## config.mk

```make
export PLATFORM = sky130hd
export DESIGN_NAME = phx_decode_flat
export DESIGN_NICKNAME = d
export VERILOG_FILES = /design/src/hw/phx_pkg.sv /design/src/hw/phx_ifs.sv /design/src/hw/phx_decode.sv /design/src/flat_wrapper.sv
export SDC_FILE = /design/constraint.sdc
export NUM_CORES = 1
export LEC_CHECK = 0
export ABC_AREA = 1
export BUFFER_PORTS_ARGS = -buffer_cell sky130_fd_sc_hd__buf_2
export CAP_MARGIN = 20
export CORE_AREA = 2 2 102 84
export CTS_BUF_LIST = sky130_fd_sc_hd__clkbuf_4
export CTS_CLUSTER_SIZE = 30
export DETAILED_ROUTE_END_ITERATION = 10
export DIE_AREA = 0 0 104 86
export MAX_ROUTING_LAYER = met4
export PLACE_DENSITY = 0.67
export REMOVE_ABC_BUFFERS = 1
export SYNTH_ARGS = -nofsm -noshare
export SYNTH_HDL_FRONTEND = slang
export SYNTH_SLANG_ARGS = --single-unit
```

## constraint.sdc

```tcl
create_clock -name clk_g -period 1.05 [get_ports clk_g]
set_input_delay 0.0525 -clock clk_g [delete_from_list [all_inputs] [get_ports clk_g]]
set_output_delay 0.0525 -clock clk_g [all_outputs]
set_load 0.05 [all_outputs]
```

## src/hw/phx_pkg.sv

```systemverilog
package phx_pkg;

	// ==================================================================
	// Machine sizes
	// ==================================================================

	localparam int NTHREADS   = 4;
	localparam int THREAD_W   = 2;
	localparam int XLEN       = 32;
	localparam int NREGS      = 16;
	localparam int REG_W      = 4;
	localparam int IMEM_DEPTH = 64;
	localparam int IADDR_W    = 6;
	localparam int IMM_W      = 16;
	// Word spacing between thread start addresses
	localparam int RST_STRIDE = 16;

	typedef logic [THREAD_W-1:0] thread_t;
	typedef logic [REG_W-1:0]    reg_idx_t;
	typedef logic [XLEN-1:0]     word_t;
	typedef logic [IADDR_W-1:0]  iaddr_t;

	// ==================================================================
	// Instruction set
	// ==================================================================

	typedef enum logic [3:0] {
		OP_NOP  = 4'h0,
		OP_ADD  = 4'h1,
		OP_SUB  = 4'h2,
		OP_AND  = 4'h3,
		OP_OR   = 4'h4,
		OP_XOR  = 4'h5,
		OP_ADDI = 4'h6,
		OP_BEQ  = 4'h7,
		OP_BNE  = 4'h8,
		OP_JAL  = 4'h9,
		OP_HALT = 4'hA
	} opcode_e;

	// Opcode, rd and ra sit at the same bits in both formats
	typedef union packed {
		// Register form for the ALU operations
		struct packed {
			opcode_e         opcode;
			reg_idx_t        rd;
			reg_idx_t        ra;
			reg_idx_t        rb;
			logic [IMM_W-1:0] pad;
		} r_form;
		// Immediate form for ADDI, branches and JAL
		struct packed {
			opcode_e         opcode;
			reg_idx_t        rd;
			reg_idx_t        ra;
			logic [3:0]      pad;
			logic [IMM_W-1:0] imm;
		} i_form;
	} insn_t;

	// Start address of a thread after reset
	function automatic iaddr_t rst_ip(thread_t thr);
		return iaddr_t'(int'(thr) * RST_STRIDE);
	endfunction

endpackage

```

## src/hw/phx_ifs.sv

```systemverilog
`timescale 1ns/1ps

// Fetch to decode, one instruction word per strobe
interface fetch_if;
	import phx_pkg::*;

	logic    valid;
	thread_t thread;
	iaddr_t  ip;
	insn_t   insn;

	modport source (output valid, thread, ip, insn);
	modport sink   (input  valid, thread, ip, insn);
endinterface

// Decode to execute, instruction plus both operands
interface issue_if;
	import phx_pkg::*;

	logic    valid;
	thread_t thread;
	iaddr_t  ip;
	insn_t   insn;
	word_t   opa;
	word_t   opb;

	modport source (output valid, thread, ip, insn, opa, opb);
	modport sink   (input  valid, thread, ip, insn, opa, opb);
endinterface


```

## src/hw/phx_decode.sv

```systemverilog
`timescale 1ns/1ps

module phx_decode (
	input  logic              clk_g,
	input  logic              rst_i,
	fetch_if.sink             fet,
	output phx_pkg::thread_t  rf_thread_o,
	output phx_pkg::reg_idx_t rf_ra_o,
	output phx_pkg::reg_idx_t rf_rb_o,
	input  phx_pkg::word_t    rf_ra_data_i,
	input  phx_pkg::word_t    rf_rb_data_i,
	issue_if.source           iss
);
	import phx_pkg::*;

	insn_t    insn_c;
	reg_idx_t ra_c;
	reg_idx_t rb_c;

	// ==================================================================
	// Operand selection
	// ==================================================================

	always_comb begin
		insn_c = fet.insn;
		ra_c   = '0;
		rb_c   = '0;
		case (fet.insn.r_form.opcode)
			OP_ADD, OP_SUB, OP_AND, OP_OR, OP_XOR: begin
				ra_c = fet.insn.r_form.ra;
				rb_c = fet.insn.r_form.rb;
			end
			OP_ADDI: begin
				ra_c = fet.insn.i_form.ra;
			end
			// Branches compare ra with the register named in rd
			OP_BEQ, OP_BNE: begin
				ra_c = fet.insn.i_form.ra;
				rb_c = fet.insn.i_form.rd;
			end
			// No register reads, rd and target come from i_form
			OP_JAL, OP_HALT, OP_NOP: begin
			end
			default: begin
				// Unknown words retire as NOP
				insn_c.r_form.opcode = OP_NOP;
			end
		endcase
	end

	assign rf_thread_o = fet.thread;
	assign rf_ra_o     = ra_c;
	assign rf_rb_o     = rb_c;

	// ==================================================================
	// Issue register
	// ==================================================================

	always_ff @(posedge clk_g) begin
		if (rst_i)
			iss.valid <= 1'b0;
		else
			iss.valid <= fet.valid;
	end

	always_ff @(posedge clk_g) begin
		iss.thread <= fet.thread;
		iss.ip     <= fet.ip;
		iss.insn   <= insn_c;
		iss.opa    <= rf_ra_data_i;
		iss.opb    <= rf_rb_data_i;
	end

endmodule

```

## src/flat_wrapper.sv

```systemverilog
// flat-port wrapper written by rule: the top's interface ports become plain ports
module phx_decode_flat import phx_pkg::*;
  (clk_g, rst_i, rf_thread_o, rf_ra_o, rf_rb_o, rf_ra_data_i, rf_rb_data_i, fet_valid, fet_thread, fet_ip, fet_insn, iss_valid, iss_thread, iss_ip, iss_insn, iss_opa, iss_opb);
  fetch_if fet_i ();
  issue_if iss_i ();
  input  logic clk_g;
  input  logic rst_i;
  output phx_pkg::thread_t rf_thread_o;
  output phx_pkg::reg_idx_t rf_ra_o;
  output phx_pkg::reg_idx_t rf_rb_o;
  input  phx_pkg::word_t rf_ra_data_i;
  input  phx_pkg::word_t rf_rb_data_i;
  input wire logic [$bits(fet_i.valid)-1:0] fet_valid;
  input wire logic [$bits(fet_i.thread)-1:0] fet_thread;
  input wire logic [$bits(fet_i.ip)-1:0] fet_ip;
  input wire logic [$bits(fet_i.insn)-1:0] fet_insn;
  output wire logic [$bits(iss_i.valid)-1:0] iss_valid;
  output wire logic [$bits(iss_i.thread)-1:0] iss_thread;
  output wire logic [$bits(iss_i.ip)-1:0] iss_ip;
  output wire logic [$bits(iss_i.insn)-1:0] iss_insn;
  output wire logic [$bits(iss_i.opa)-1:0] iss_opa;
  output wire logic [$bits(iss_i.opb)-1:0] iss_opb;
  assign fet_i.valid = fet_valid;
  assign fet_i.thread = fet_thread;
  assign fet_i.ip = fet_ip;
  assign fet_i.insn = fet_insn;
  assign iss_valid = iss_i.valid;
  assign iss_thread = iss_i.thread;
  assign iss_ip = iss_i.ip;
  assign iss_insn = iss_i.insn;
  assign iss_opa = iss_i.opa;
  assign iss_opb = iss_i.opb;
  phx_decode u_core (.clk_g(clk_g), .rst_i(rst_i), .fet(fet_i), .rf_thread_o(rf_thread_o), .rf_ra_o(rf_ra_o), .rf_rb_o(rf_rb_o), .rf_ra_data_i(rf_ra_data_i), .rf_rb_data_i(rf_rb_data_i), .iss(iss_i));
endmodule
```

==> results of run 1 <==
per-stage QoR:
step | hold WS [ps] | std cells | cell area, sq um | util
global placement | 154.2 | 477 | 3538 | 0.4515
floorplan | 80.22 | 148 | 2297 | -
detailed placement | 156.1 | 477 | 3538 | 0.4515
synthesized netlist by cell type:
cell type	instances
a21oi_1	2
buf_4	2
dfxtp_1	105
inv_1	8
inv_2	2
nand2_1	12
nand2_2	3
nand3_1	5
nor2_1	8
nor2_2	1
nor2_4	2
cells by family after synthesis:
| family | share of synthesized area |
|---|---|
| AOI/OAI and AO/OA | 0.004329 |
| buffers and inverters | 0.02273 |
| DFF | 0.9091 |
| and+or+nand+nor | 0.06385 |
==> flow_summary_export.csv, run 1 <==
group,metric,value,unit
run_status,status,"aborted with a tool error",
run_status,haltStage,"4_1_cts",
run_status,firstError,"[ERROR RSZ-0060] Max buffer count reached.",
synth,netlist_area,2312,sq um
synth,ys_types,11,
clocking,clock-sinks,105,
synth,yosysTopAreaCellShare,0.9091,
placement,portBuffers,221,
die,fp.dieW,104,um
clocking,cts_buffers,9,
synth,ys_seq_area_frac,0.9091,
clocking,cts_buffer_depth,2,
die,num_rows,29,
die,fp.dieH,86,um
synth,yosys.area.top_type,"dfxtp_1",
die,io_pins,222,
synth,synth-seq-cells,105,
die,initial_core_util,0.2950,
placement,gp_congestion,0.7168,
clocking,post_cts_buffers,0,
synth,yosys_warnings,0,
clocking,htree_levels,3,
placement,place_hpwl,4851,um
clocking,root_buffer,"clkbuf_4",
synth,syn_avg_cell_area,15.41,sq um
placement,dp_slack,88.82,ps
clocking,cts_resized,159,
clocking,hold_buffers,102,
synth,ys_top_cells_by_area,"dfxtp_1, nand2_1, inv_1",
synth,netlist_instances,150,
==> run 2, diff against run 1 <==
--- a/config.mk
+++ b/config.mk
@@ -8,13 +8,10 @@
 export ABC_AREA = 1
 export BUFFER_PORTS_ARGS = -buffer_cell sky130_fd_sc_hd__buf_2
 export CAP_MARGIN = 20
-export CORE_AREA = 2 2 102 84
-export CTS_BUF_LIST = sky130_fd_sc_hd__clkbuf_4
-export CTS_CLUSTER_SIZE = 30
+export CORE_AREA = 2 2 111 113
 export DETAILED_ROUTE_END_ITERATION = 10
-export DIE_AREA = 0 0 104 86
-export MAX_ROUTING_LAYER = met4
-export PLACE_DENSITY = 0.67
+export DIE_AREA = 0 0 113 115
+export PLACE_DENSITY_LB_ADDON = 0.15
 export REMOVE_ABC_BUFFERS = 1
 export SYNTH_ARGS = -nofsm -noshare
 export SYNTH_HDL_FRONTEND = slang
==> flow_summary_export.csv, run 2 <==
group,metric,value,unit
synth,synth_edf_count,0,
routing,avgViaCountPerCell,3.599,
timing,finalHoldViolations,0,
placement,gp_congestion,0.6783,
synth,ys_top_cells_by_area,"dfxtp_1, nand2_1, inv_1",
grt,grt_pass1_vias,2336,
critical_path,path_depth,4,
timing,report.final.setup_viol,0,
die,io_pins,222,
critical_path,cp_max_fo,1,
timing,rsz0062_at_grt,"false",
synth,netlist_instances,150,
clocking,path_clk_slew,70,ps
critical_path,critPathLaunch,"rst_i",
synth,yosys_warnings,0,
cells_and_area,regArea,2102,sq um
critical_path,crit_family,"buffers and inverters",
pwr,leakagePower,2.497,nW
timing,timing.final.crit_share,0.9907,
critical_path,worstPathCellList,"dlygate4sd3_1, buf_2, nor2_1, dlygate4sd3_1",
clocking,cts_buffers,9,
synth,yosysTopAreaCellShare,0.9091,
critical_path,crit_path_end,"u_core.iss.valid$_SDFF_PP0_",
critical_path,end_kind,"flop",
critical_path,critPathSlowestCell,"dlygate4sd3_1",
routing,drc_errors,16,
cells_and_area,final_cell_mix,"buf_2, dlygate4sd3_1, dfxtp_1",
flow_run,drv_cap,0,
cells_and_area,nFillCells,1139,
clocking,post_cts_buffers,0,
routing,dr.pass1.iters,7,
clocking,cts_buffer_depth,2,
synth,ys_seq_area_frac,0.9091,
pwr,peakVddDrop,0.0009653,V
critical_path,path_buf_inv,3,
die,die_area,13000,sq um
cells_and_area,synthToLayoutAreaGrowth,114.4,%
clocking,cts_tree,"built",
synth,async_flop_share,0,
critical_path,max_stage_delay,540,ps
die,initial_core_util,0.1958,
die,fp.dieW,113,um
grt,gr-usage-all-layers,0.1073,
synth,synth-seq-cells,105,
synth,ys_types,11,
die,fp.dieH,115,um
timing,slew_headroom,0.8156,
critical_path,arrival,1320,ps
critical_path,worstPathRequired,1330,ps
cells_and_area,multi_input_area,161.4,sq um
routing,wl_per_cell,11.33,um
synth,syn_avg_cell_area,15.41,sq um
die,num_rows,40,
run_status,status,"complete, but fails checks",
routing,first_iter_violations,66,
critical_path,path_common_cell,"dlygate4sd3_1",
routing,ant_nets,0,
routing,vias,2296,
min_path,hp-class,"input port to flop",
grt,grt_pass1_wl,10590,um
clocking,htree_levels,3,
run_status,violations,"DRC",
grt,gr-total-overflow,0,
critical_path,start_kind,"input port",
critical_path,critical_path_class,"input port to flop",
grt,grt_max_degree,16,
timing,report.final.slew_viol_count,0,
cells_and_area,nets,593,
clocking,clock-sinks,105,
timing,period_needed,1040,ps
synth,synth_most_common_cell,"dfxtp_1",
cells_and_area,final_common_cell,"buf_2",
cells_and_area,top_regs,"u_core.iss.insn: 32 flops, u_core.iss.opa: 32 flops, u_core.iss.opb: 32 flops",
synth,yosys.area.top_type,"dfxtp_1",
grt,antenna_found_initial,0,
synth,synth_ff_type,"dfxtp_1",
cells_and_area,layout-drive-gt1-share,0.4990,
pwr,powerDensity,1879,nW/um^2
die,core_area,11810,sq um
synth,synth_common_cells,"dfxtp_1, nand2_1, inv_1, nor2_1, nand3_1",
pwr,total_power,9.316,mW
timing,fmax,961.3,MHz
timing,worst_pin_slew,278.5,ps
cells_and_area,n_antenna_cell,0,
routing,routed_wl,7227,um
synth,netlist_area,2312,sq um
clocking,root_buffer,"clkbuf_16",
timing,setup-tns-final,0,ps
placement,portBuffers,221,
placement,place_hpwl,4862,um
run 2: what timing repair did:
item                                   in CTS  in global routing
setup endpoints to repair                   0                  1
hold buffers                              105                  0
endpoints found under the hold margin     104                  0
gates resized for setup                     0                  1
run 2: how the worst min path moves through the flow:
stage                                           endpoint  cells past startpoint       startpoint  slack, ps
after floorplan               u_core.iss.insn[0]$_DFF_P_                      0      fet_insn[0]         80
after detailed placement       u_core.iss.opb[9]$_DFF_P_                      1  rf_rb_data_i[9]        160
final                     u_core.iss.insn[31]$_SDFF_PN0_                      3     fet_insn[31]         50
after global routing      u_core.iss.insn[31]$_SDFF_PN0_                      3     fet_insn[31]         60
after global placement         u_core.iss.opa[7]$_DFF_P_                      1  rf_ra_data_i[7]        160
after CTS                 u_core.iss.insn[31]$_SDFF_PN0_                      3     fet_insn[31]         30
run 2: cell type report:
cell class,instances,area share
timing repair buffer,327,0.4365
tap,147,0.03709
inverter,10,0.007570
clock buffer,14,0.05526
multi-input combinational,33,0.03255
clock inverter,2,0.007065
sequential,105,0.4239
run 2: cells by family (layout without fill, tap and decap cells):
logic type,after synthesis,count (layout),synth area share
buf+inv,12,353,0.02273
compound gates,2,2,0.004329
simple gates,31,31,0.06385
flops,105,105,0.9091
run 2: layer usage:
| layer | track usage | share of wire | vias to the layer above |
|---|---|---|---|
| met5 | 0 | 0 | - |
| met4 | 0.07317 | 0.035 | 0 |
| met3 | 0.04375 | 0.10 | 18 |
| met2 | 0.2060 | 0.54 | 125 |
| met1 | 0.08922 | 0.32 | 1024 |
| li1 | - | - | 1129 |
run 2: per-stage QoR:
step	hold WS, ps	cells	utilization	cell area, sq um	setup slack, ps
after floorplan	80.22	148	-	2297	-27.76
after global placement	155.2	517	0.3043	3595	85.58
after detailed placement	156.2	517	0.3043	3595	32.13
after CTS	26.83	638	0.4195	4955	29.20
after global routing	56.52	638	0.4198	4959	2.831
final	52.56	638	0.4198	4959	9.737
run 2: tightest hold or removal path: stages:
cell,delay [ps]
buf_2,140
inv_2,90
nor2_1,60
run 2: power breakdown:
part	internal [mW]	switching [mW]	total, mW
Sequential	4.20	0.0477	4.25
Combinational	0.574	1.11	1.69
Clock	2.04	1.34	3.38
Total	6.81	2.50	9.32
(Power assumes the default switching activity.)
