### src/hw/phx_pkg.sv
package phx_pkg;

	// ==================================================================
	// Machine sizes
	// ==================================================================

	localparam int NTHREADS   = 4;
	localparam int THREAD_W   = 2;
	localparam int XLEN       = 32;
	localparam int NREGS      = 16;
	localparam int REG_W      = 4;
	localparam int IMEM_DEPTH = 64;
	localparam int IADDR_W    = 6;
	localparam int IMM_W      = 16;
	// Word spacing between thread start addresses
	localparam int RST_STRIDE = 16;

	typedef logic [THREAD_W-1:0] thread_t;
	typedef logic [REG_W-1:0]    reg_idx_t;
	typedef logic [XLEN-1:0]     word_t;
	typedef logic [IADDR_W-1:0]  iaddr_t;

	// ==================================================================
	// Instruction set
	// ==================================================================

	typedef enum logic [3:0] {
		OP_NOP  = 4'h0,
		OP_ADD  = 4'h1,
		OP_SUB  = 4'h2,
		OP_AND  = 4'h3,
		OP_OR   = 4'h4,
		OP_XOR  = 4'h5,
		OP_ADDI = 4'h6,
		OP_BEQ  = 4'h7,
		OP_BNE  = 4'h8,
		OP_JAL  = 4'h9,
		OP_HALT = 4'hA
	} opcode_e;

	// Opcode, rd and ra sit at the same bits in both formats
	typedef union packed {
		// Register form for the ALU operations
		struct packed {
			opcode_e         opcode;
			reg_idx_t        rd;
			reg_idx_t        ra;
			reg_idx_t        rb;
			logic [IMM_W-1:0] pad;
		} r_form;
		// Immediate form for ADDI, branches and JAL
		struct packed {
			opcode_e         opcode;
			reg_idx_t        rd;
			reg_idx_t        ra;
			logic [3:0]      pad;
			logic [IMM_W-1:0] imm;
		} i_form;
	} insn_t;

	// Start address of a thread after reset
	function automatic iaddr_t rst_ip(thread_t thr);
		return iaddr_t'(int'(thr) * RST_STRIDE);
	endfunction

endpackage

### src/hw/phx_ifs.sv


// Decode to execute, instruction plus both operands
interface issue_if;
	import phx_pkg::*;

	logic    valid;
	thread_t thread;
	iaddr_t  ip;
	insn_t   insn;
	word_t   opa;
	word_t   opb;

	modport source (output valid, thread, ip, insn, opa, opb);
	modport sink   (input  valid, thread, ip, insn, opa, opb);
endinterface

// Execute result toward fetch and the register banks
interface wb_if;
	import phx_pkg::*;

	logic     valid;
	thread_t  thread;
	reg_idx_t rd;
	logic     wr;
	word_t    data;
	iaddr_t   next_ip;
	logic     halt;

	modport source (output valid, thread, rd, wr, data, next_ip, halt);
	modport sink   (input  valid, thread, rd, wr, data, next_ip, halt);
endinterface

### src/hw/phx_execute.sv
`timescale 1ns/1ps

module phx_execute (
	input  logic    clk_g,
	input  logic    rst_i,
	issue_if.sink   iss,
	wb_if.source    wb
);
	import phx_pkg::*;

	word_t    imm_x;
	iaddr_t   ip_inc;
	word_t    res_c;
	iaddr_t   nip_c;
	reg_idx_t rd_c;
	logic     writes_c;
	logic     halt_c;

	// Sign extended immediate and fall-through address
	assign imm_x  = {{(XLEN-IMM_W){iss.insn.i_form.imm[IMM_W-1]}}, iss.insn.i_form.imm};
	assign ip_inc = iss.ip + 1'b1;

	// ==================================================================
	// ALU and next ip
	// ==================================================================

	always_comb begin
		res_c    = '0;
		nip_c    = ip_inc;
		rd_c     = iss.insn.r_form.rd;
		writes_c = 1'b0;
		halt_c   = 1'b0;
		case (iss.insn.r_form.opcode)
			OP_ADD: begin
				res_c    = iss.opa + iss.opb;
				writes_c = 1'b1;
			end
			OP_SUB: begin
				res_c    = iss.opa - iss.opb;
				writes_c = 1'b1;
			end
			OP_AND: begin
				res_c    = iss.opa & iss.opb;
				writes_c = 1'b1;
			end
			OP_OR: begin
				res_c    = iss.opa | iss.opb;
				writes_c = 1'b1;
			end
			OP_XOR: begin
				res_c    = iss.opa ^ iss.opb;
				writes_c = 1'b1;
			end
			OP_ADDI: begin
				res_c    = iss.opa + imm_x;
				writes_c = 1'b1;
			end
			// Relative targets wrap around the memory
			OP_BEQ: begin
				if (iss.opa == iss.opb)
					nip_c = iss.ip + iss.insn.i_form.imm[IADDR_W-1:0];
			end
			OP_BNE: begin
				if (iss.opa != iss.opb)
					nip_c = iss.ip + iss.insn.i_form.imm[IADDR_W-1:0];
			end
			// Absolute target with ip+1 as the link
			OP_JAL: begin
				nip_c    = iss.insn.i_form.imm[IADDR_W-1:0];
				res_c    = word_t'(ip_inc);
				writes_c = 1'b1;
			end
			// Thread parks on its own address
			OP_HALT: begin
				nip_c  = iss.ip;
				halt_c = 1'b1;
			end
			default: begin
			end
		endcase
	end

	// ==================================================================
	// Writeback register
	// ==================================================================

	always_ff @(posedge clk_g) begin
		if (rst_i) begin
			wb.valid <= 1'b0;
			wb.wr    <= 1'b0;
			wb.halt  <= 1'b0;
		end else begin
			wb.valid <= iss.valid;
			wb.wr    <= iss.valid && writes_c && (rd_c != '0);
			wb.halt  <= iss.valid && halt_c;
		end
	end

	always_ff @(posedge clk_g) begin
		wb.thread  <= iss.thread;
		wb.rd      <= rd_c;
		wb.data    <= res_c;
		wb.next_ip <= nip_c;
	end

	// One instruction per thread between issue and writeback
	a_thread_once: assert property (@(posedge clk_g) disable iff (rst_i)
		iss.valid && wb.valid |-> iss.thread != wb.thread)
		else $error("same thread in issue and writeback");

endmodule

### src/flat_wrapper.sv
// flat-port wrapper written by rule: the top's interface ports become plain ports
module phx_execute_flat import phx_pkg::*;
  (clk_g, rst_i, iss_valid, iss_thread, iss_ip, iss_insn, iss_opa, iss_opb, wb_valid, wb_thread, wb_rd, wb_wr, wb_data, wb_next_ip, wb_halt);
  issue_if iss_i ();
  wb_if wb_i ();
  input  logic clk_g;
  input  logic rst_i;
  input wire logic [$bits(iss_i.valid)-1:0] iss_valid;
  input wire logic [$bits(iss_i.thread)-1:0] iss_thread;
  input wire logic [$bits(iss_i.ip)-1:0] iss_ip;
  input wire logic [$bits(iss_i.insn)-1:0] iss_insn;
  input wire logic [$bits(iss_i.opa)-1:0] iss_opa;
  input wire logic [$bits(iss_i.opb)-1:0] iss_opb;
  output wire logic [$bits(wb_i.valid)-1:0] wb_valid;
  output wire logic [$bits(wb_i.thread)-1:0] wb_thread;
  output wire logic [$bits(wb_i.rd)-1:0] wb_rd;
  output wire logic [$bits(wb_i.wr)-1:0] wb_wr;
  output wire logic [$bits(wb_i.data)-1:0] wb_data;
  output wire logic [$bits(wb_i.next_ip)-1:0] wb_next_ip;
  output wire logic [$bits(wb_i.halt)-1:0] wb_halt;
  assign iss_i.valid = iss_valid;
  assign iss_i.thread = iss_thread;
  assign iss_i.ip = iss_ip;
  assign iss_i.insn = iss_insn;
  assign iss_i.opa = iss_opa;
  assign iss_i.opb = iss_opb;
  assign wb_valid = wb_i.valid;
  assign wb_thread = wb_i.thread;
  assign wb_rd = wb_i.rd;
  assign wb_wr = wb_i.wr;
  assign wb_data = wb_i.data;
  assign wb_next_ip = wb_i.next_ip;
  assign wb_halt = wb_i.halt;
  phx_execute u_core (.clk_g(clk_g), .rst_i(rst_i), .iss(iss_i), .wb(wb_i));
endmodule
### config.mk
export PLATFORM = sky130hd
export DESIGN_NAME = phx_execute_flat
export DESIGN_NICKNAME = d
export VERILOG_FILES = /design/src/hw/phx_pkg.sv /design/src/hw/phx_ifs.sv /design/src/hw/phx_execute.sv /design/src/flat_wrapper.sv
export SDC_FILE = /design/constraint.sdc
export NUM_CORES = 1
export LEC_CHECK = 0
export BUFFER_PORTS_ARGS = -buffer_cell sky130_fd_sc_hd__buf_2
export CAP_MARGIN = 10
export CELL_PAD_IN_SITES_DETAIL_PLACEMENT = 1
export CELL_PAD_IN_SITES_GLOBAL_PLACEMENT = 1
export CORE_ASPECT_RATIO = 1.1
export CORE_MARGIN = 1.5
export CORE_UTILIZATION = 41
export DETAILED_ROUTE_END_ITERATION = 8
export MAX_ROUTING_LAYER = met4
export PLACE_DENSITY = 0.85
export REMOVE_ABC_BUFFERS = 1
export SETUP_SLACK_MARGIN = 0.15
export SLEW_MARGIN = 5
export SYNTH_ARGS = -nofsm -noshare
export SYNTH_HDL_FRONTEND = slang
export SYNTH_SLANG_ARGS = --single-unit
export TNS_END_PERCENT = 30
### constraint.sdc
create_clock -name clk_g -period 6.6 [get_ports clk_g]
set_clock_uncertainty 0.1 [all_clocks]
set_input_delay 1.32 -clock clk_g [delete_from_list [all_inputs] [get_ports clk_g]]
set_output_delay 1.32 -clock clk_g [all_outputs]
set_load 0.1 [all_outputs]
-- After elaboration in Yosys (flattened, before gate mapping)
Index checks and enable logic that the tools add are counted.
- bitwise logic cells: 3
- eq/ne operators: 12
- add/subtract/negate cells: 5
- mux-type cells: 6
- reductions and logical operators: 5
- operator list (operator ; number):
    one-hot mux 32 bit (7 select lines) ; 1
    adder 32 bit ; 2
    bitwise AND 32 bit ; 1
    == test 32 bit ; 1
    != test 32 bit ; 1
    OR 32 bit ; 1
    subtractor 32 bit ; 1
    bitwise XOR 32 bit ; 1
    one-hot mux 6 bit (4 select lines) ; 1
    == test 4 x 3 -> 1 bit, second input constant ; 4
    == test 4 bit, second input constant ; 3
    2-to-1 mux 6 bit ; 2
    == test 4 x 2 -> 1 bit, second input constant ; 2
    OR reduction 7 bit ; 1
    adder 6 x 1 -> 6 bit, second input constant ; 1
    adder 6 bit ; 1
    == test 4 x 1 -> 1 bit, second input constant ; 1
    nonzero test 4 bit ; 1
    logical AND 1 bit ; 3
    2-to-1 mux 1 bit ; 2
- input bits: 107
- register bits after elaboration: 47
- output and inout bits: 47

-- Depth between registers and ports, before layout
- depth after elaboration: 5
- mapped depth: 19

-- Least setup slack after synthesis
OpenSTA, ideal clock, no wires.
- path type: in2reg
- start point: input port iss_insn[28]
- end point: register u_core.wb.data[31]
- stages: 18
- arrival: 4737 ps
- slack: 1639 ps
- cell sequence: buf_2 nand2b_1 nor2_1 clkbuf_1 clkbuf_1 nand2_1 o21ai_0 ha_1 clkbuf_1 a21o_1 o21bai_1 a221oi_1 o21ai_0 a211oi_1 o21ai_0 and4_1 nor4_1 nand2_1
- word-level cells in the longest chain between the ends: 2
- elaborated cells on any way between the ends: 8
- classes of those cells: 7 x eq/ne; 1 x mux
- ends and longest elaborated chain (item ; line ; source):
    start: declaration ; flat_wrapper.sv:11 ; input wire logic [$bits(iss_i.insn)-1:0] iss_insn;
    == test 4 bit, or another cell as far along ; phx_execute.sv:33 ; case (iss.insn.r_form.opcode)
    one-hot mux 32 bit (7 select lines) * ; phx_execute.sv:33 ;
    named net u_core.res_c[31] ; phx_execute.sv:13 ; word_t res_c;
    end signal: assignment ; phx_execute.sv:102 ; wb.data <= res_c;
    end: declaration ; phx_ifs.sv:30 ; modport source (output valid, thread, rd, wr, data, next_ip, halt);
Mark *: on every way through the listed nets, which the timed path passes. The rest lies on a longest branch.
A chain may end at the register's enable or synchronous reset.

-- Worst setup path after layout
- start point: input port iss_insn[30]
- end point: register u_core.wb.data[30]
Same word-level chain as after synthesis.

==> impl_metrics.toml <==
[hold_path]
holdPathStages = 1
hp-class = "in2reg"

[routing]
drt_wl_total_um = 24300
wire_per_inst_um = 18.8
dr.pass1.iters = 5
drtIter0Drc = 432
vias = 7513
postRouteAntennaNets = 0
drc = 0
viasPerCell = 5.83

[floorplanning]
start_util_pct = 41.6
io_pins = 154
die_w_um = 128
coreArea_sq_um = 17000
die_area_sq_um = 18000
rows = 50
dieHeight_um = 141

[yosys]
synth_seq_area_share_pct = 13.3
synth_flop_cell = "dfxtp_1"
avgSynthCellArea_sq_um = 7.58
synth_top_family_by_area = "compound AO/OA/AOI/OAI gates"
synthCells = 930
yosys_register_bits = 47
async_reset_ff_share_pct = 0
synth-xor-area-share_pct = 6.09
synth_cell_types = 73
synth_mux_area_share_pct = 0.745
synth-edff-count = 0
synth-warning-count = 0
synth_simple_gate_area_share_pct = 15.5
synth_compound_area_share_pct = 31.5
syn_area_sq_um = 7050
synth_fa_ha_area_share_pct = 25.2

[power_and_ir_drop]
p_leak_nw = 4.03
power_density_nw_per_um2 = 180
irDropWorstVdd_v = 0.000105

[global_route]
grt.total_usage_pct = 27.7
overflow = 0
grt_pass1_wl_um = 38700
grt_start_max_net_pins = 48
antenna_found_initial = 0
grt_pass1_vias = 7615

[worst_setup_path]
cpPeakStageDelay_ns = 0.48
crit_arrival_ns = 5.31
endpoint = "u_core.wb.data[30]"
crit_chain = "buf_2, nand2b_1, nor2_2, buf_12, o21ai_0, ha_1, a21o_1, a211o_1, o21ai_0, a41oi_1, a21oi_1, o221ai_1, and2_1, mux2i_1, a211o_1"
crit_family = "compound AO/OA/AOI/OAI gates"
worstPathRequired_ns = 6.70
start_kind = "primary input"
cp.depth = 15
worstSetupPathType = "in2reg"
end_kind = "register"
crit_path_max_fanout = 47
startpoint = "iss_insn[30]"
critPathBufInv = 2
cpMaxStageDelayCell = "o21ai_0"

[cts]
path_clk_slew_ns = 0.07
hold_buffers = 0
cts_tree = "yes"
clkSinkCount = 47
cts-root-buf = "clkbuf_16"
cts_buffers = 5
clockBufferDepth = 2
cts_setup_buffers = 0
htreeDepth = 2
cts_resized = 0

[sta]
rsz0062_at_grt = "false"
finalHoldViolations = 0
holdWs_ns = 1.01
slew_viol_final = 0
setup-violations-final = 0
setup_tns_ns = 0
post-route-min-period_ns = 5.21
relSlewSlack_pct = 30.5
fmax_ghz = 0.192
fin_crit_sh_pct = 78.9
worstMarginPinSlew_ns = 1.04

[cells_and_area]
nets = 1301
layout-drive-gt1-share_pct = 17.4
post-route-util_pct = 48.3
syn_to_final_growth_pct = 16.0
antenna_cells = 0
final-instance-count-excl-fill = 1289
final_area_sq_um = 8180

[placed_design]
place_congestion = 0.929
io_buffers = 145
dpl.cell_count = 1281
dpl_cell_area_sq_um = 8010
dpl.hpwl_um = 18600

[run_status]
status = "complete, no violations"

[job]
drv_cap = 0
## power breakdown
group	internal, mW	switching [mW]
combinational	0.246	0.573
clock	0.182	0.149
sequential	0.314	0.00735
total	0.742	0.730
## per-layer routing
| layer | global-route usage [%] | vias up | routed length, um |
|---|---|---|---|
| li1 | - | 3611 | - |
| met1 | 34.3 | 3656 | 10900 |
| met2 | 48.0 | 207 | 11900 |
| met3 | 2.67 | 39 | 1020 |
| met4 | 7.57 | 0 | 498 |
| met5 | - | - | 0 |
## through the flow
step                setup slack [ns]  power [mW]
floorplan                      0.845       0.931
global placement                1.25        1.12
detailed placement              1.19        1.14
CTS                             1.49        1.47
global route                    1.16        1.55
finish                          1.39        1.47
## synth_stat cells, types with 10 or more instances
cell	count	area share [%]
ha_1	137	24
inv_1	100	5.3
o21ai_0	84	6.0
a21oi_1	70	5.0
nor2_1	68	3.6
nand2_1	66	3.5
dfxtp_1	47	13
xnor2_1	37	4.6
clkbuf_1	31	1.7
a221oi_1	28	3.5
a21o_1	24	2.6
o221ai_1	19	2.4
o21bai_1	16	1.7
xor2_1	12	1.5
nand3_1	11	0.78
nor3_1	10	0.71
nor4_1	10	0.89
## area by class of cell
class | instances | area, sq um
tap | 234 | 293
clock inverter | 3 | 47.5
sequential | 47 | 941
inverter | 101 | 379
fill | 2180 | 8770
clock buffer | 5 | 125
timing repair buffer | 154 | 806
multi-input combinational | 745 | 5590
## logic make-up (layout without fill, tap and decap cells)
family / count (synthesis) / count (layout)
DFF: 47 / 47
and+or+nand+nor: 223 / 223
adders and majority gates: 140 / 140
buffers and inverters: 138 / 263
xor gates and xnor gates: 49 / 49
muxes: 4 / 4
AOI/OAI and AO/OA: 329 / 329
## layout by cell type (no fill, tap or decap), types with 8 or more instances in the layout
cell / n
inv_1: 100
o21bai_1: 16
o21ai_0: 84
xnor2_1: 37
nor2_1: 66
o221ai_1: 19
a21oi_1: 70
nor2b_1: 8
a221oi_1: 28
nand2b_1: 8
dfxtp_1: 47
ha_1: 137
xor2_1: 12
o211ai_1: 8
nand2_1: 66
a21o_1: 24
buf_4: 8
nor3_1: 10
nand3_1: 11
buf_2: 145
a22oi_1: 9
nor4_1: 10
## worst min path at each step
| stage | startpoint | end |
|---|---|---|
| CTS | iss_thread[0] | u_core.wb.thread[0] |
| detailed placement | iss_thread[0] | u_core.wb.thread[0] |
| global placement | iss_thread[0] | u_core.wb.thread[0] |
| finish | iss_thread[0] | u_core.wb.thread[0] |
| global route | iss_thread[0] | u_core.wb.thread[0] |
| floorplan | iss_insn[24] | u_core.wb.rd[0] |
## registers in the layout, summed over array words and instances (netlist names)
signal             flops
u_core.wb.data        32
u_core.wb.wr           1
u_core.wb.valid        1
u_core.wb.thread       2
u_core.wb.next_ip      6
u_core.wb.rd           4
u_core.wb.halt         1
(Power assumes the default switching activity.)
