**src/hw/phx_pkg.sv**
```systemverilog
package phx_pkg;

	// ==================================================================
	// Machine sizes
	// ==================================================================

	localparam int NTHREADS   = 4;
	localparam int THREAD_W   = 2;
	localparam int XLEN       = 32;
	localparam int NREGS      = 16;
	localparam int REG_W      = 4;
	localparam int IMEM_DEPTH = 64;
	localparam int IADDR_W    = 6;
	localparam int IMM_W      = 16;
	// Word spacing between thread start addresses
	localparam int RST_STRIDE = 16;

	typedef logic [THREAD_W-1:0] thread_t;
	typedef logic [REG_W-1:0]    reg_idx_t;
	typedef logic [XLEN-1:0]     word_t;
	typedef logic [IADDR_W-1:0]  iaddr_t;

	// ==================================================================
	// Instruction set
	// ==================================================================

	typedef enum logic [3:0] {
		OP_NOP  = 4'h0,
		OP_ADD  = 4'h1,
		OP_SUB  = 4'h2,
		OP_AND  = 4'h3,
		OP_OR   = 4'h4,
		OP_XOR  = 4'h5,
		OP_ADDI = 4'h6,
		OP_BEQ  = 4'h7,
		OP_BNE  = 4'h8,
		OP_JAL  = 4'h9,
		OP_HALT = 4'hA
	} opcode_e;

	// Opcode, rd and ra sit at the same bits in both formats
	typedef union packed {
		// Register form for the ALU operations
		struct packed {
			opcode_e         opcode;
			reg_idx_t        rd;
			reg_idx_t        ra;
			reg_idx_t        rb;
			logic [IMM_W-1:0] pad;
		} r_form;
		// Immediate form for ADDI, branches and JAL
		struct packed {
			opcode_e         opcode;
			reg_idx_t        rd;
			reg_idx_t        ra;
			logic [3:0]      pad;
			logic [IMM_W-1:0] imm;
		} i_form;
	} insn_t;

	// Start address of a thread after reset
	function automatic iaddr_t rst_ip(thread_t thr);
		return iaddr_t'(int'(thr) * RST_STRIDE);
	endfunction

endpackage

```
**src/hw/phx_ifs.sv**
```systemverilog
`timescale 1ns/1ps

// Fetch to decode, one instruction word per strobe
interface fetch_if;
	import phx_pkg::*;

	logic    valid;
	thread_t thread;
	iaddr_t  ip;
	insn_t   insn;

	modport source (output valid, thread, ip, insn);
	modport sink   (input  valid, thread, ip, insn);
endinterface


// Execute result toward fetch and the register banks
interface wb_if;
	import phx_pkg::*;

	logic     valid;
	thread_t  thread;
	reg_idx_t rd;
	logic     wr;
	word_t    data;
	iaddr_t   next_ip;
	logic     halt;

	modport source (output valid, thread, rd, wr, data, next_ip, halt);
	modport sink   (input  valid, thread, rd, wr, data, next_ip, halt);
endinterface

```
**src/hw/phx_fetch.sv**
```systemverilog
`timescale 1ns/1ps

module phx_fetch (
	input  logic                      clk_g,
	input  logic                      rst_i,
	input  logic                      run_i,
	input  logic                      imem_we_i,
	input  phx_pkg::iaddr_t           imem_addr_i,
	input  phx_pkg::insn_t            imem_data_i,
	wb_if.sink                        wb,
	fetch_if.source                   fet,
	output logic [phx_pkg::NTHREADS-1:0] halted_o
);
	import phx_pkg::*;

	// ==================================================================
	// Per-thread state
	// ==================================================================

	iaddr_t              ip_q [NTHREADS];
	logic [NTHREADS-1:0] busy_q;
	logic [NTHREADS-1:0] halted_q;
	thread_t             rr_q;

	insn_t               imem [IMEM_DEPTH];

	// Selection stage, one cycle ahead of the memory read
	logic                sel_vld_q;
	thread_t             sel_thr_q;
	iaddr_t              sel_ip_q;

	logic [NTHREADS-1:0] wb_free;
	logic [NTHREADS-1:0] avail;
	logic                pick_vld;
	thread_t             pick_thr;
	thread_t             cand;
	iaddr_t              pick_ip;

	// A thread retiring this cycle is free again unless it halts
	always_comb begin
		for (int t = 0; t < NTHREADS; t++) begin
			wb_free[t] = wb.valid && (wb.thread == thread_t'(t)) && !wb.halt;
			avail[t]   = run_i && !halted_q[t] && (!busy_q[t] || wb_free[t]);
		end
	end

	// Round robin, first free thread at or after the pointer
	always_comb begin
		pick_vld = 1'b0;
		pick_thr = rr_q;
		cand     = rr_q;
		for (int i = 0; i < NTHREADS; i++) begin
			cand = rr_q + thread_t'(i);
			if (!pick_vld && avail[cand]) begin
				pick_vld = 1'b1;
				pick_thr = cand;
			end
		end
	end

	// Bypass the ip of a thread retiring right now
	assign pick_ip = wb_free[pick_thr] ? wb.next_ip : ip_q[pick_thr];

	always_ff @(posedge clk_g) begin
		if (rst_i) begin
			for (int t = 0; t < NTHREADS; t++)
				ip_q[t] <= rst_ip(thread_t'(t));
			busy_q    <= '0;
			halted_q  <= '0;
			rr_q      <= '0;
			sel_vld_q <= 1'b0;
		end else begin
			// Retire first so that a new pick wins the busy bit
			if (wb.valid) begin
				ip_q[wb.thread]   <= wb.next_ip;
				busy_q[wb.thread] <= 1'b0;
				if (wb.halt)
					halted_q[wb.thread] <= 1'b1;
			end
			if (pick_vld) begin
				busy_q[pick_thr] <= 1'b1;
				rr_q             <= pick_thr + 1'b1;
			end
			sel_vld_q <= pick_vld;
		end
	end

	always_ff @(posedge clk_g) begin
		sel_thr_q <= pick_thr;
		sel_ip_q  <= pick_ip;
	end

	// ==================================================================
	// Instruction memory, loaded from the top while stopped
	// ==================================================================

	always_ff @(posedge clk_g) begin
		if (imem_we_i)
			imem[imem_addr_i] <= imem_data_i;
		fet.insn   <= imem[sel_ip_q];
		fet.thread <= sel_thr_q;
		fet.ip     <= sel_ip_q;
	end

	always_ff @(posedge clk_g) begin
		if (rst_i)
			fet.valid <= 1'b0;
		else
			fet.valid <= sel_vld_q;
	end

	assign halted_o = halted_q;

	// Picked thread is live and has nothing in the front stages
	a_pick_free: assert property (@(posedge clk_g) disable iff (rst_i)
		pick_vld |-> !halted_q[pick_thr] && (!busy_q[pick_thr] || wb_free[pick_thr])
			&& !(sel_vld_q && sel_thr_q == pick_thr)
			&& !(fet.valid && fet.thread == pick_thr))
		else $error("fetch picked a thread that is still in flight");

	// Execute only retires threads that were issued
	a_wb_busy: assert property (@(posedge clk_g) disable iff (rst_i)
		wb.valid |-> busy_q[wb.thread])
		else $error("writeback for a thread that is not busy");

endmodule

```
**src/flat_wrapper.sv**
```systemverilog
// flat-port wrapper written by rule: the top's interface ports become plain ports
module phx_fetch_flat import phx_pkg::*;
  (clk_g, rst_i, run_i, imem_we_i, imem_addr_i, imem_data_i, halted_o, wb_valid, wb_thread, wb_rd, wb_wr, wb_data, wb_next_ip, wb_halt, fet_valid, fet_thread, fet_ip, fet_insn);
  wb_if wb_i ();
  fetch_if fet_i ();
  input  logic clk_g;
  input  logic rst_i;
  input  logic run_i;
  input  logic imem_we_i;
  input  phx_pkg::iaddr_t imem_addr_i;
  input  phx_pkg::insn_t imem_data_i;
  output logic [phx_pkg::NTHREADS-1:0] halted_o;
  input wire logic [$bits(wb_i.valid)-1:0] wb_valid;
  input wire logic [$bits(wb_i.thread)-1:0] wb_thread;
  input wire logic [$bits(wb_i.rd)-1:0] wb_rd;
  input wire logic [$bits(wb_i.wr)-1:0] wb_wr;
  input wire logic [$bits(wb_i.data)-1:0] wb_data;
  input wire logic [$bits(wb_i.next_ip)-1:0] wb_next_ip;
  input wire logic [$bits(wb_i.halt)-1:0] wb_halt;
  output wire logic [$bits(fet_i.valid)-1:0] fet_valid;
  output wire logic [$bits(fet_i.thread)-1:0] fet_thread;
  output wire logic [$bits(fet_i.ip)-1:0] fet_ip;
  output wire logic [$bits(fet_i.insn)-1:0] fet_insn;
  assign wb_i.valid = wb_valid;
  assign wb_i.thread = wb_thread;
  assign wb_i.rd = wb_rd;
  assign wb_i.wr = wb_wr;
  assign wb_i.data = wb_data;
  assign wb_i.next_ip = wb_next_ip;
  assign wb_i.halt = wb_halt;
  assign fet_valid = fet_i.valid;
  assign fet_thread = fet_i.thread;
  assign fet_ip = fet_i.ip;
  assign fet_insn = fet_i.insn;
  phx_fetch u_core (.clk_g(clk_g), .rst_i(rst_i), .run_i(run_i), .imem_we_i(imem_we_i), .imem_addr_i(imem_addr_i), .imem_data_i(imem_data_i), .wb(wb_i), .fet(fet_i), .halted_o(halted_o));
endmodule
```
**config.mk**
```make
export PLATFORM = sky130hd
export DESIGN_NAME = phx_fetch_flat
export DESIGN_NICKNAME = d
export VERILOG_FILES = /design/src/hw/phx_pkg.sv /design/src/hw/phx_ifs.sv /design/src/hw/phx_fetch.sv /design/src/flat_wrapper.sv
export SDC_FILE = /design/constraint.sdc
export NUM_CORES = 2
export LEC_CHECK = 0
export BUFFER_PORTS_ARGS = -buffer_cell sky130_fd_sc_hd__buf_4
export CAP_MARGIN = 25
export CORE_MARGIN = 4
export CORE_UTILIZATION = 65
export CTS_CLUSTER_SIZE = 30
export DETAILED_ROUTE_END_ITERATION = 6
export GPL_TIMING_DRIVEN = 0
export PLACE_DENSITY = 0.85
export SETUP_SLACK_MARGIN = 0.1
export SLEW_MARGIN = 0
export SYNTH_ARGS = -nofsm -noshare
export SYNTH_HDL_FRONTEND = slang
export SYNTH_SLANG_ARGS = --single-unit
```
**constraint.sdc**
```tcl
create_clock -name clk_g -period 6.35 [get_ports clk_g]
set_input_delay 0.635 -clock clk_g [delete_from_list [all_inputs] [get_ports clk_g]]
set_output_delay 0.635 -clock clk_g [all_outputs]
set_load 0.01 [all_outputs]
```
* After elaboration in Yosys (flattened, before gate mapping)
Memory sizes are Yosys's and may differ from the RTL's. A register that Yosys moved wholly into a read port is not among the register bits.
Cells that the tools add are included.
** Storage, ports and cells
- Register bits after elaboration :: 28
- Bits in writable memories :: 2072
- Input port bits :: 89
- Output and inout bits :: 45
- Logic and storage cells :: 105
- Memories kept :: 2
** Memory list
- u_core.imem :: depth 64, width 32, read ports 1, clocked after memory_dff 1, write ports 1, RTL line phx_fetch.sv:25 : insn_t imem [IMEM_DEPTH];
- u_core.ip_q :: depth 4, width 6, read ports 1, clocked after memory_dff 0, write ports 4, RTL line phx_fetch.sv:20 : iaddr_t ip_q [NTHREADS];
** Operators by class
- Add/sub/neg operators :: 4
- Order comparisons :: 8
- Equal/unequal tests :: 3
- Mux-type cells :: 35
- Bitwise logic cells :: 4
- Reduce and logical (&&, ||, !) cells :: 40
** Operators by type and width (count)
- 1-bit logical AND :: 21
- 1-bit 2-to-1 mux :: 19
- 2-bit by 3-bit less-than comparator with 1-bit output, second input constant :: 6
- 1-bit logical NOT :: 12
- 4-bit 2-to-1 mux :: 3
- 6-bit 2-to-1 mux :: 2
- 1-bit binary-select mux with 2-bit select :: 5
- 2-bit 2-to-1 mux :: 4
- 4-bit bitwise OR :: 2
- 6-bit OR reduction :: 1
- 2-bit by 1-bit adder with 2-bit output, second input constant :: 2
- 2-bit adder, second input constant :: 2
- 4-bit AND :: 1
- 1-bit demux with 2-bit select :: 2
- 2-bit == test, second input constant :: 2
- 2-bit by 1-bit greater-or-equal comparator with 1-bit output, second input constant :: 2
- 1-bit logical OR :: 4
- 4-bit inverter :: 1
- 2-bit by 1-bit == test with 1-bit output, second input constant :: 1
- 2-bit logical NOT :: 1
- 2-bit AND reduction :: 1

* Longest topological paths before layout
- Word-level depth :: 23
- Mapped depth :: 12
- Depth with buffers taken out :: 9

* Worst setup path after synthesis
OpenSTA, ideal clock, no wires.
- Path kind :: input to register
- From :: input imem_addr_i[4]
- To :: memory u_core.imem[16][0] in the netlist's numbering (enable)
- Data arrival time :: 2.817 ns
- Required time :: 5.929 ns
- Setup slack :: 3.112 ns
- Cell stages on the path :: 4
- Path buffers :: 2
- Path through :: clkbuf_1 > or3b_2 > clkbuf_1 > nor2_1
** RTL lines
- from (decl) :: RTL line flat_wrapper.sv:10 : input phx_pkg::iaddr_t imem_addr_i;
- to (decl) :: RTL line phx_fetch.sv:25
Straight into the memory's write port.

==> flow_summary.ini <==
[clocking]
cts.sinks = 2132
cts.hold.buffers_added = 1
cts_resized = 0
root_buffer = clkbuf_16
cts_buffers = 196
clk_pin_slew_ns = 0.07
cts_buffer_depth = 3
clkLatencyLatePin_ns = 0.87
cts_tree = yes
cts_max_level = 4
cts_setup_buffers = 0

[timing]
maxSlewHeadroom_pct = 19.7
fin_tns_setup_ns = 0
hold_ws_ns = 0.0912
fin_crit_sh_pct = 82.2
period_minus_slack_ns = 5.22
final_hold_viol_count = 0
fmax_mhz = 191
skew_ns = 0.0343
worst_pin_slew_ns = 1.20
slew_viol_final = 0
setup_viol = 0
rsz0062_at_grt = no

[logic_synthesis]
yosysUniqueCellTypes = 42
synth_cells = 3236
yosys_warnings = 0
synth_enable_flop_cells = 2072
syn_nets = 3325
async_reset_ff_share_pct = 0
yosysSeqAreaShare_pct = 78.7
avgSynthCellArea_sq_um = 24.9
synth-main-ff-cell = edfxtp_1
syn_area_sq_um = 80500
ys_ff_latch = 2132

[min_path]
min_path_type = in -> reg

[drt]
drt-initial-drc-count = 10100
ant_nets = 0
via_count = 44500
drc_errors = 0
avgViaCountPerCell = 8.15
routedWlPerCell_um = 48.7
firstDrtPassIters = 7
wirelength_um = 266000

[finish]
final_common_cell = edfxtp_1
layout_common_cells = edfxtp_1, mux4_2, clkbuf_16
area_growth_pct = 14.8
drive_above_1_share_pct = 33.1
num-nets-final = 3752
n_fill_cell = 5728

[die]
die-height_um = 360
coreArea_sq_um = 122000
die_area_sq_um = 130000
io_pins = 134
row_count = 128
initial_core_util_pct = 65.8
die_width_um = 360

[setup_path]
crit_family = buffers and inverters
crit_chain = clkbuf_1 -> clkbuf_1 -> buf_2 -> buf_2 -> mux4_2 -> mux4_2 -> mux2i_1 -> o21ai_1
required_ns = 7.06
worst_setup_path_start_kind = flip-flop
critical_path_class = reg -> reg
worstPathArrival_ns = 5.94
cp_slowest_cell = clkbuf_1
cpPeakStageDelay_ns = 0.92
crit_buf_inv = 4
cp_max_fo = 10
worst_setup_path_end_kind = flip-flop

[global_routing]
grt_pass1_wl_um = 355000
grtUsageTotal_pct = 40.4
grt_pass1_vias = 42900
grt_antenna_before_repair = 32
grt_max_degree = 65
grt_overflow = 0

[placement]
gp_congestion = 0.833
hpwl_um = 141000
portBuffers = 93

[pwr]
p_leak_uw = 0.0286
peakVddDrop_mv = 0.410
finalPower_uw = 38100
p_per_area_nw_per_um2 = 411

[flow_run]
cap_violations = 0

[status]
status = finished clean
## Yosys cell counts, drive strengths merged (9+ instances only)
cell	count	area [sq um]
edfxtp	2072	62200
mux4	663	14900
clkbuf	112	420
nor2	86	323
dfxtp	60	1200
buf	55	235
nand2	35	131
mux2i	23	230
a21oi	17	85.1
o21ai	17	85.1
mux2	10	116
inv	9	33.8
nor2b	9	56.3
## worst reg2reg max path: stages (launching register included)
cell and delay [ns]:
dfxtp_1 0.32, clkbuf_1 0.63, clkbuf_1 0.93, buf_2 0.65, buf_2 0.61, mux4_2 0.65
mux4_2 0.56, mux2i_1 0.52, o21ai_1 0.21
## routing by layer
metal,wire [um],GRT usage [%],up-vias
li1,-,-,14900
met1,75900,50.9,22300
met2,124000,63.2,5857
met3,40800,12.5,1467
met4,24700,24.0,30
met5,214,0,-
## path summary, 6_finish.rpt
kind	startpoint	slack, ns	to	cells after the start
worst min register to register	u_core.sel_thr_q[1]	0.33	u_core.fet.thread[1]	0
worst max register to register	u_core.sel_ip_q[0]	1.13	u_core.fet.insn[30]	8
worst max-delay path	u_core.sel_ip_q[0]	1.13	u_core.fet.insn[30]	8
worst min-delay path	wb_halt	0.09	u_core.halted_o[0]	3
## metrics by stage
stage | cell area (sq um) | util, % | instances | setup WS (ns)
4_1_cts | 91700 | 74.9 | 5404 | 1.53
3_5_place_dp | 85500 | 69.9 | 5038 | 1.71
6_report | 92500 | 75.6 | 5465 | 1.13
5_1_grt | 92500 | 75.6 | 5458 | 1.19
2_1_floorplan | 80500 | - | 3236 | 3.11
3_3_place_gp | 83300 | 68.1 | 4954 | 1.17
## cells by family (layout without fill, tap and decap cells)
kind of cell | Yosys count | after routing | synth area share (%)
DFF | 2132 | 2132 | 78.7
muxes | 696 | 696 | 19.0
buffers and inverters | 176 | 770 | 0.856
xor gates and xnor gates | 1 | 1 | 0.0109
and+or+nand+nor | 168 | 168 | 0.938
AOI/OAI and AO/OA | 63 | 63 | 0.482
other | 0 | 10 | 0
## area by class of cell
cell class | count | area, sq um | share of cell area [%]
antenna | 10 | 25.0 | 0.0271
tap | 1625 | 2030 | 2.20
clock buffer | 259 | 5310 | 5.74
buffer | 167 | 658 | 0.712
timing repair buffer | 229 | 3210 | 3.47
multi-input combinational | 928 | 16900 | 18.3
sequential | 2132 | 63400 | 68.6
clock inverter | 106 | 887 | 0.959
inverter | 9 | 33.8 | 0.0365
## sequential cells by signal (all words and copies together) (netlist names)
| name | flops |
|---|---|
| u_core.sel_thr_q | 2 |
| u_core.halted_o | 4 |
| u_core.fet.ip | 6 |
| u_core.fet.valid | 1 |
| u_core.sel_vld_q | 1 |
| u_core.fet.insn | 32 |
| u_core.ip_q | 24 |
| u_core.fet.thread | 2 |
| u_core.busy_q | 4 |
| u_core.imem | 2048 |
| u_core.rr_q | 2 |
| u_core.sel_ip_q | 6 |
## report_power, final
part / leakage (uW) / switching [uW] / internal [uW]
combinational: 0.00646 / 6000 / 4350
sequential: 0.0192 / 150 / 15700
clock: 0.00303 / 5570 / 6290
total: 0.0286 / 11700 / 26300
Note: power is estimated with default switching activity, not from simulation.
